$ cat src/hw/core_pkg.sv
////////////////////
// core package
// shared widths, opcodes and decode enums for the rv32i core
////////////////////
`default_nettype none

package core_pkg;

    localparam int xlen = 32;
    localparam int inst_width_bytes = 4;  // pc step

    typedef logic [xlen-1:0] word_t;
    typedef logic [4:0] reg_idx_t;

    // major opcodes, inst[6:0]
    localparam logic [6:0] op_reg    = 7'b0110011;
    localparam logic [6:0] op_imm    = 7'b0010011;
    localparam logic [6:0] op_lui    = 7'b0110111;
    localparam logic [6:0] op_auipc  = 7'b0010111;
    localparam logic [6:0] op_jal    = 7'b1101111;
    localparam logic [6:0] op_jalr   = 7'b1100111;
    localparam logic [6:0] op_branch = 7'b1100011;

    // instruction format, also selects immediate layout
    typedef enum logic [2:0] {
        fmt_r,
        fmt_i,
        fmt_b,
        fmt_u,
        fmt_j,
        fmt_none  // unsupported opcode, retires as nop
    } inst_fmt_t;

    typedef enum logic [3:0] {
        alu_add,
        alu_sub,
        alu_sll,
        alu_slt,
        alu_sltu,
        alu_xor,
        alu_srl,
        alu_sra,
        alu_or,
        alu_and
    } alu_op_t;

endpackage

`default_nettype wire
$ cat src/hw/rv_core.sv
////////////////////
// rv32i core top
// one instruction per two cycles, no pipeline
////////////////////
`timescale 1ns/10ps
`default_nettype none

module rv_core #(
    parameter core_pkg::word_t reset_pc = 32'h8000_0000
) (
    input  wire                clk,
    input  wire                reset,
    output logic               imem_req,
    output core_pkg::word_t    imem_addr,
    input  core_pkg::word_t    imem_rdata,  // valid the cycle after imem_req
    output logic               retire,
    output core_pkg::word_t    retire_pc,
    output logic               retire_we,
    output core_pkg::reg_idx_t retire_rd,
    output core_pkg::word_t    retire_wdata
);

    logic                fetch;
    logic                execute;
    core_pkg::word_t     pc;
    logic                jump_en;
    core_pkg::word_t     jump_target;
    core_pkg::inst_fmt_t fmt;
    core_pkg::alu_op_t   alu_op;
    logic [6:0]          opcode;
    logic [2:0]          funct3;
    core_pkg::reg_idx_t  rd;
    core_pkg::reg_idx_t  rs1;
    core_pkg::reg_idx_t  rs2;
    core_pkg::word_t     imm;
    core_pkg::word_t     rs1_data;
    core_pkg::word_t     rs2_data;
    logic                rd_we;
    core_pkg::word_t     rd_wdata;
    logic                reg_we;

    assign reg_we = execute && rd_we;  // write only in the execute cycle

    fetch_sequencer u_fetch_sequencer (
        .clk     (clk),
        .reset   (reset),
        .fetch   (fetch),
        .execute (execute)
    );

    pc_counter #(
        .reset_pc (reset_pc)
    ) u_pc_counter (
        .clk         (clk),
        .reset       (reset),
        .advance     (execute),
        .jump_en     (jump_en),
        .jump_target (jump_target),
        .pc          (pc)
    );

    inst_decoder u_inst_decoder (
        .inst   (imem_rdata),
        .fmt    (fmt),
        .alu_op (alu_op),
        .opcode (opcode),
        .funct3 (funct3),
        .rd     (rd),
        .rs1    (rs1),
        .rs2    (rs2),
        .imm    (imm)
    );

    reg_file u_reg_file (
        .clk    (clk),
        .reset  (reset),
        .we     (reg_we),
        .waddr  (rd),
        .wdata  (rd_wdata),
        .raddr1 (rs1),
        .raddr2 (rs2),
        .rdata1 (rs1_data),
        .rdata2 (rs2_data)
    );

    exec_unit u_exec_unit (
        .fmt         (fmt),
        .alu_op      (alu_op),
        .opcode      (opcode),
        .funct3      (funct3),
        .rd          (rd),
        .imm         (imm),
        .pc          (pc),
        .rs1_data    (rs1_data),
        .rs2_data    (rs2_data),
        .rd_we       (rd_we),
        .rd_wdata    (rd_wdata),
        .jump_en     (jump_en),
        .jump_target (jump_target)
    );

    assign imem_req  = fetch;
    assign imem_addr = pc;

    // retire report
    assign retire       = execute;
    assign retire_pc    = pc;
    assign retire_we    = reg_we;
    assign retire_rd    = rd;
    assign retire_wdata = rd_wdata;

endmodule

`default_nettype wire

$ cat src/hw/exec_unit.sv
////////////////////
// execute unit
// alu, branch and jump resolve, write back select
////////////////////
`timescale 1ns/10ps
`default_nettype none

module exec_unit (
    input  core_pkg::inst_fmt_t fmt,
    input  core_pkg::alu_op_t   alu_op,
    input  wire [6:0]           opcode,
    input  wire [2:0]           funct3,
    input  core_pkg::reg_idx_t  rd,
    input  core_pkg::word_t     imm,
    input  core_pkg::word_t     pc,
    input  core_pkg::word_t     rs1_data,
    input  core_pkg::word_t     rs2_data,
    output logic                rd_we,
    output core_pkg::word_t     rd_wdata,
    output logic                jump_en,
    output core_pkg::word_t     jump_target
);

    core_pkg::word_t alu_a;
    core_pkg::word_t alu_b;
    core_pkg::word_t alu_res;
    core_pkg::word_t link;
    logic            is_jalr;
    logic            taken;

    assign is_jalr = (opcode == core_pkg::op_jalr);
    assign link    = pc + core_pkg::word_t'(core_pkg::inst_width_bytes);

    // operand select
    always_comb begin
        case (fmt)
            core_pkg::fmt_r: begin
                alu_a = rs1_data;
                alu_b = rs2_data;
            end
            core_pkg::fmt_i: begin
                alu_a = rs1_data;  // op_imm and jalr
                alu_b = imm;
            end
            core_pkg::fmt_u: begin
                alu_a = (opcode == core_pkg::op_lui) ? '0 : pc;
                alu_b = imm;
            end
            core_pkg::fmt_b, core_pkg::fmt_j: begin
                alu_a = pc;  // target = pc + offset
                alu_b = imm;
            end
            default: begin
                alu_a = rs1_data;
                alu_b = rs2_data;
            end
        endcase
    end

    always_comb begin
        case (alu_op)
            core_pkg::alu_add:  alu_res = alu_a + alu_b;
            core_pkg::alu_sub:  alu_res = alu_a - alu_b;
            core_pkg::alu_sll:  alu_res = alu_a << alu_b[4:0];
            core_pkg::alu_slt:  alu_res = {31'b0, $signed(alu_a) < $signed(alu_b)};
            core_pkg::alu_sltu: alu_res = {31'b0, alu_a < alu_b};
            core_pkg::alu_xor:  alu_res = alu_a ^ alu_b;
            core_pkg::alu_srl:  alu_res = alu_a >> alu_b[4:0];
            core_pkg::alu_sra:  alu_res = $signed(alu_a) >>> alu_b[4:0];
            core_pkg::alu_or:   alu_res = alu_a | alu_b;
            core_pkg::alu_and:  alu_res = alu_a & alu_b;
            default:            alu_res = '0;
        endcase
    end

    // branch compare on register values, alu is busy with the target
    always_comb begin
        case (funct3)
            3'b000:  taken = (rs1_data == rs2_data);                   // beq
            3'b001:  taken = (rs1_data != rs2_data);                   // bne
            3'b100:  taken = ($signed(rs1_data) < $signed(rs2_data));  // blt
            3'b101:  taken = ($signed(rs1_data) >= $signed(rs2_data)); // bge
            3'b110:  taken = (rs1_data < rs2_data);                    // bltu
            3'b111:  taken = (rs1_data >= rs2_data);                   // bgeu
            default: taken = 1'b0;
        endcase
    end

    assign jump_en = (fmt == core_pkg::fmt_j) || is_jalr || ((fmt == core_pkg::fmt_b) && taken);
    assign jump_target = is_jalr ? {alu_res[31:1], 1'b0} : alu_res;

    assign rd_wdata = (fmt == core_pkg::fmt_j || is_jalr) ? link : alu_res;

    // branches and unsupported opcodes write nothing
    assign rd_we = (rd != '0) && (fmt == core_pkg::fmt_r || fmt == core_pkg::fmt_i ||
                                  fmt == core_pkg::fmt_u || fmt == core_pkg::fmt_j);

endmodule

`default_nettype wire

$ cat src/hw/reg_file.sv
////////////////////
// register file
// 32 x 32, two async reads, one write
////////////////////
`timescale 1ns/10ps
`default_nettype none

module reg_file (
    input  wire                clk,
    input  wire                reset,
    input  wire                we,
    input  core_pkg::reg_idx_t waddr,
    input  core_pkg::word_t    wdata,
    input  core_pkg::reg_idx_t raddr1,
    input  core_pkg::reg_idx_t raddr2,
    output core_pkg::word_t    rdata1,
    output core_pkg::word_t    rdata2
);

    core_pkg::word_t regs [32];

    // x0 stays zero, the core never writes rd 0
    always_ff @(posedge clk) begin
        if (reset) begin
            for (int i = 0; i < 32; i++)
                regs[i] <= '0;
        end else if (we) begin
            regs[waddr] <= wdata;
        end
    end

    assign rdata1 = regs[raddr1];
    assign rdata2 = regs[raddr2];

endmodule

`default_nettype wire

$ cat src/hw/inst_decoder.sv
////////////////////
// instruction decoder
// fields, format, immediate and alu op select
////////////////////
`timescale 1ns/10ps
`default_nettype none

module inst_decoder (
    input  core_pkg::word_t     inst,
    output core_pkg::inst_fmt_t fmt,
    output core_pkg::alu_op_t   alu_op,
    output logic [6:0]          opcode,
    output logic [2:0]          funct3,
    output core_pkg::reg_idx_t  rd,
    output core_pkg::reg_idx_t  rs1,
    output core_pkg::reg_idx_t  rs2,
    output core_pkg::word_t     imm
);

    logic [6:0] funct7;

    assign opcode = inst[6:0];
    assign rd     = inst[11:7];
    assign funct3 = inst[14:12];
    assign rs1    = inst[19:15];
    assign rs2    = inst[24:20];
    assign funct7 = inst[31:25];

    always_comb begin
        case (opcode)
            core_pkg::op_reg:                     fmt = core_pkg::fmt_r;
            core_pkg::op_imm, core_pkg::op_jalr:  fmt = core_pkg::fmt_i;
            core_pkg::op_branch:                  fmt = core_pkg::fmt_b;
            core_pkg::op_lui, core_pkg::op_auipc: fmt = core_pkg::fmt_u;
            core_pkg::op_jal:                     fmt = core_pkg::fmt_j;
            default:                              fmt = core_pkg::fmt_none;
        endcase
    end

    // sign extended immediates, bit 31 is always the sign
    always_comb begin
        case (fmt)
            core_pkg::fmt_i: imm = {{20{inst[31]}}, inst[31:20]};
            core_pkg::fmt_b: imm = {{20{inst[31]}}, inst[7], inst[30:25], inst[11:8], 1'b0};
            core_pkg::fmt_u: imm = {inst[31:12], 12'b0};
            core_pkg::fmt_j: imm = {{12{inst[31]}}, inst[19:12], inst[20], inst[30:21], 1'b0};
            default:         imm = '0;
        endcase
    end

    always_comb begin
        alu_op = core_pkg::alu_add;  // address and link math
        if (opcode == core_pkg::op_reg || opcode == core_pkg::op_imm) begin
            case (funct3)
                3'b000: begin
                    // immediate form has no subi, funct7 is part of imm there
                    if (opcode == core_pkg::op_reg && funct7[5])
                        alu_op = core_pkg::alu_sub;
                end
                3'b001:  alu_op = core_pkg::alu_sll;
                3'b010:  alu_op = core_pkg::alu_slt;
                3'b011:  alu_op = core_pkg::alu_sltu;
                3'b100:  alu_op = core_pkg::alu_xor;
                3'b101:  alu_op = funct7[5] ? core_pkg::alu_sra : core_pkg::alu_srl;
                3'b110:  alu_op = core_pkg::alu_or;
                default: alu_op = core_pkg::alu_and;
            endcase
        end
    end

endmodule

`default_nettype wire

$ cat src/hw/pc_counter.sv
////////////////////
// pc counter
// program counter with step and jump load
////////////////////
`timescale 1ns/10ps
`default_nettype none

module pc_counter #(
    parameter core_pkg::word_t reset_pc = 32'h8000_0000
) (
    input  wire             clk,
    input  wire             reset,
    input  wire             advance,      // end of execute cycle
    input  wire             jump_en,
    input  core_pkg::word_t jump_target,
    output core_pkg::word_t pc
);

    always_ff @(posedge clk) begin
        if (reset) begin
            pc <= reset_pc;
        end else if (advance) begin
            if (jump_en)
                pc <= jump_target;
            else
                pc <= pc + core_pkg::word_t'(core_pkg::inst_width_bytes);
        end
    end

endmodule

`default_nettype wire

$ cat src/hw/fetch_sequencer.sv
////////////////////
// fetch sequencer
// alternates fetch and execute cycles
////////////////////
`timescale 1ns/10ps
`default_nettype none

module fetch_sequencer (
    input  wire  clk,
    input  wire  reset,
    output logic fetch,
    output logic execute
);

    typedef enum logic {
        fetch_state,
        exec_state
    } seq_state_t;

    seq_state_t state;

    always_ff @(posedge clk) begin
        if (reset) begin
            state <= fetch_state;
        end else begin
            // one instruction in flight, so just toggle
            state <= (state == fetch_state) ? exec_state : fetch_state;
        end
    end

    assign fetch   = (state == fetch_state) && !reset;  // no request while held in reset
    assign execute = (state == exec_state);

endmodule

`default_nettype wire

$ cat config.mk
export PLATFORM = sky130hd
export DESIGN_NAME = rv_core
export DESIGN_NICKNAME = d
export VERILOG_FILES = /design/src/hw/core_pkg.sv /design/src/hw/rv_core.sv /design/src/hw/exec_unit.sv /design/src/hw/reg_file.sv /design/src/hw/inst_decoder.sv /design/src/hw/pc_counter.sv /design/src/hw/fetch_sequencer.sv
export SDC_FILE = /design/constraint.sdc
export NUM_CORES = 2
export LEC_CHECK = 0
export BUFFER_PORTS_ARGS = -buffer_cell sky130_fd_sc_hd__buf_2
export CAP_MARGIN = 10
export CORE_ASPECT_RATIO = 1.1
export CORE_MARGIN = 2
export CORE_UTILIZATION = 45
export DETAILED_ROUTE_END_ITERATION = 7
export GPL_TIMING_DRIVEN = 0
export PLACE_DENSITY = 0.56
export SYNTH_ARGS = -nofsm -noshare
export SYNTH_HDL_FRONTEND = slang
export SYNTH_SLANG_ARGS = --single-unit
$ cat constraint.sdc
create_clock -name clk -period 7.3 [get_ports clk]
set_input_delay 0.365 -clock clk [delete_from_list [all_inputs] [get_ports clk]]
set_output_delay 0.365 -clock clk [all_outputs]
set_load 0.01 [all_outputs]
==> qor.yml <==
critical_path:
  end_kind: "output port"
  path_buf_inv: 9
  crit_path_max_incr_delay_ps: 1130
  crit_family: "buffers and inverters"
  worstSetupPathType: "in2out"
  worst-path-stages: 21
  rr_worst_depth: 17
  critical_path_required_ps: 6930
  cp_cell_sequence: "buf_2 -> nor2_1 -> buf_2 -> clkbuf_2 -> a22oi_1 -> a21oi_1 -> nor4_2 -> a22o_1 -> buf_2 -> inv_2 -> buf_1 -> ha_1 -> nor2_1 -> a221oi_1 -> o21ai_0 -> nor3_1 -> o2111ai_2 -> o21ai_4 -> clkbuf_4 -> inv_1 -> buf_2"
  r2r_start: "u_reg_file.regs[31][31]$_SDFFCE_PN0P_"
  slowest_stage: "a221oi_1"
  cp-start-kind: "primary input"
  cpMostUsedCell: "buf_2"
  path_max_fanout: 11
  arrival_ps: 7390
  startpoint: "imem_rdata[17]"
timing:
  slew_headroom_pct: -22.1
  finalCriticalPeriod_ps: 7760
  setup_slack_ps: -456
  fmax_ghz: 0.129
  worstMarginPinSlew_ps: 1830
  clock_skew_ps: 30.7
  hold_viol_final: 0
  fin_crit_sh_pct: 106
  setup_viol: 37
  rsz0062_at_grt: "true"
  drv_slew: 22
global_routing:
  grt_pass1_wl_mm: 500
  antenna_found_initial: 26
  grt_max_degree: 33
  grt_overflow_total: 0
  global_route.usage.total_pct: 49.1
  grt_pass1_vias: 57336
logic_synthesis:
  avgSynthCellArea_um2: 11.3
  synth_top_area_cell: "edfxtp_1"
  synth_edf_count: 1024
  synthTopCellsByArea: "edfxtp_1 46%, mux2i_1 11%, mux4_2 9.7%"
  ys_seq_elements: 1057
  synth_area_um2: 66800
  async_flop_share_pct: 0
  ys.flop_type: "edfxtp_1"
  yosysWarnings: 0
  synth_top_area_share_pct: 46.0
  synth_common_cells: "1115 x nor2_1, 1024 x edfxtp_1, 714 x mux2i_1"
  yosysMostFrequentCell: "nor2_1"
  postSynthCellCount: 5939
  ys_seq_area_share_pct: 47.0
  yosys.cell_types.count: 110
clock_network:
  max-clock-path-buffers: 3
  clockRootBuffer: "clkbuf_16"
  clk_latency_ps: 760
  cts_buffers: 104
  cts_tree: "built"
  htree_levels: 3
  clk_pin_slew_ps: 70
  clock_sinks: 1057
  holdBufCountCts: 0
finish:
  fin_area_um2: 78000
  final_nets: 6505
  syn_to_final_growth_pct: 16.8
  drive_gt1_share_pct: 23.9
status:
  outcome: "complete, but fails checks"
  violations: "capacitance limit, slew limit, setup timing"
floorplan:
  die_area_um2: 152000
  die_w_um: 371
  die_y_um: 408
  start_util_pct: 45.2
  io_pins: 138
  rows: 148
  core_area_um2: 148000
place:
  placed_area_um2: 71200
  dp_hpwl_mm: 282
  numPortBuffers: 128
  place.gp.congestion: 1.09
min_path:
  min-delay-start: "imem_rdata[6]"
  worstHoldPathType: "in2reg"
  min_path_cells: 4
power_and_ir_drop:
  peakVddDrop_v: 0.000212
  power_density_nw_per_um2: 265
  power.leakage_uw: 0.0306
  power_uw: 20700
route:
  detail-route-antenna-nets: 0
  viasPerCell: 7.18
  drt_first_pass_iters: 7
  vias: 60261
  remaining_drc_errors: 0
  wl_per_cell_um: 45.1
  drt_wl_total_mm: 379
  dr.first_iter.drc_count: 10097
run:
  drv_cap: 3
power by group:
| part | leakage [uW] | total, uW | internal (uW) | switching [uW] |
|---|---|---|---|---|
| Sequential | 0.0108 | 6970 | 6850 | 126 |
| Clock | 0.00167 | 5780 | 3170 | 2610 |
| Combinational | 0.0181 | 7950 | 2350 | 5600 |
| Total | 0.0306 | 20700 | 12400 | 8340 |
layout by cell type, fill, tap and decap left out, types with 23 or more instances in the layout:
cell type	synthesis	routed
nand2b_1	56	24
clkbuf_16	0	109
buf_8	0	45
nand2_1	246	243
nor3_1	74	68
clkbuf_1	286	179
a21oi_1	287	256
conb_1	1	32
nand2b_2	0	31
buf_4	81	174
buf_12	0	35
inv_1	131	130
o22ai_1	25	25
o221ai_1	35	33
buf_2	127	233
buf_6	50	71
o211ai_1	35	35
mux2i_1	714	693
xnor2_1	31	30
dfxtp_1	33	33
a22oi_1	313	297
inv_2	23	23
o21ai_0	112	96
clkbuf_4	1	30
nand3_1	51	47
mux2_2	50	48
edfxtp_1	1024	1024
nor2_1	1115	1108
mux4_2	287	287
clkbuf_2	0	56
a21o_1	26	23
ha_1	131	114
nor2_2	30	34
cells by family after synthesis:
kind of cell,synth area share [%]
other cells,0.00561
compound gates,11.5
xor+xnor,0.472
buf+inv,5.47
flops,47.0
simple gates,11.6
fa+ha+maj,2.51
mux,21.4
flip-flops by register name (all words and copies together) (netlist names):
signal                     count
u_pc_counter.pc               32
u_reg_file.regs             1024
u_fetch_sequencer.execute      1
metrics by stage:
stage	hold WS, ps	setup TNS [ps]	util, %	instances	setup slack (ps)
floorplan	513	0	-	5970	715
global placement	559	-3632170	47.4	8048	-5930
detailed placement	564	-2529540	48.2	8112	-3610
CTS	327	-267	52.1	8352	-90.0
global route	435	-124	52.8	8378	-51.5
finish	382	-3550	52.8	8392	-456
what timing repair did:
action	4_1_cts	5_1_grt
pin swaps	53	58
gates resized for setup	574	168
setup endpoints to repair	1021	37
buffers inserted	54	29
path summary, 6_finish.rpt:
path | endpoint | slack [ps]
worst min-delay path | u_pc_counter.pc[0]$_SDFFE_PP0P_ | 380
worst max register to register | u_pc_counter.pc[6]$_SDFFE_PP0P_ | 170
worst min register to register | u_pc_counter.pc[1]$_SDFFE_PP0P_ | 580
worst max-delay path | retire_wdata[31] | -460
routing by layer:
metal  share of wire [%]  GRT usage (%)
met3                  14           20.6
met1                  32           54.3
met4                  11           43.9
met2                  42           72.0
met5               0.082         0.0321
worst reg2reg max path, cell delays in order (launching register included):
cell	delay (ps)
edfxtp_1	410
mux4_2	510
mux4_2	570
mux2i_2	580
ha_1	500
nand3_1	200
or3_1	540
or4_1	670
nand2b_1	190
a21oi_1	150
o21ai_1	80
a31oi_1	180
a31o_2	200
nand2_1	320
nor2_1	810
clkbuf_1	740
nand2_1	120
o221ai_1	210
cell type report:
cell class                      instances  area, um2
Fill cell                           13163      69700
Multi-Input combinational cell       4165      33700
Sequential cell                      1057      31400
Buffer                                572       3890
Clock buffer                          120       2710
Timing Repair Buffer                  280       2470
Tap cell                             1950       2440
Clock inverter                         76        822
Inverter                              158        601
Antenna cell                           14       35.0
(Power assumes the default switching activity.)
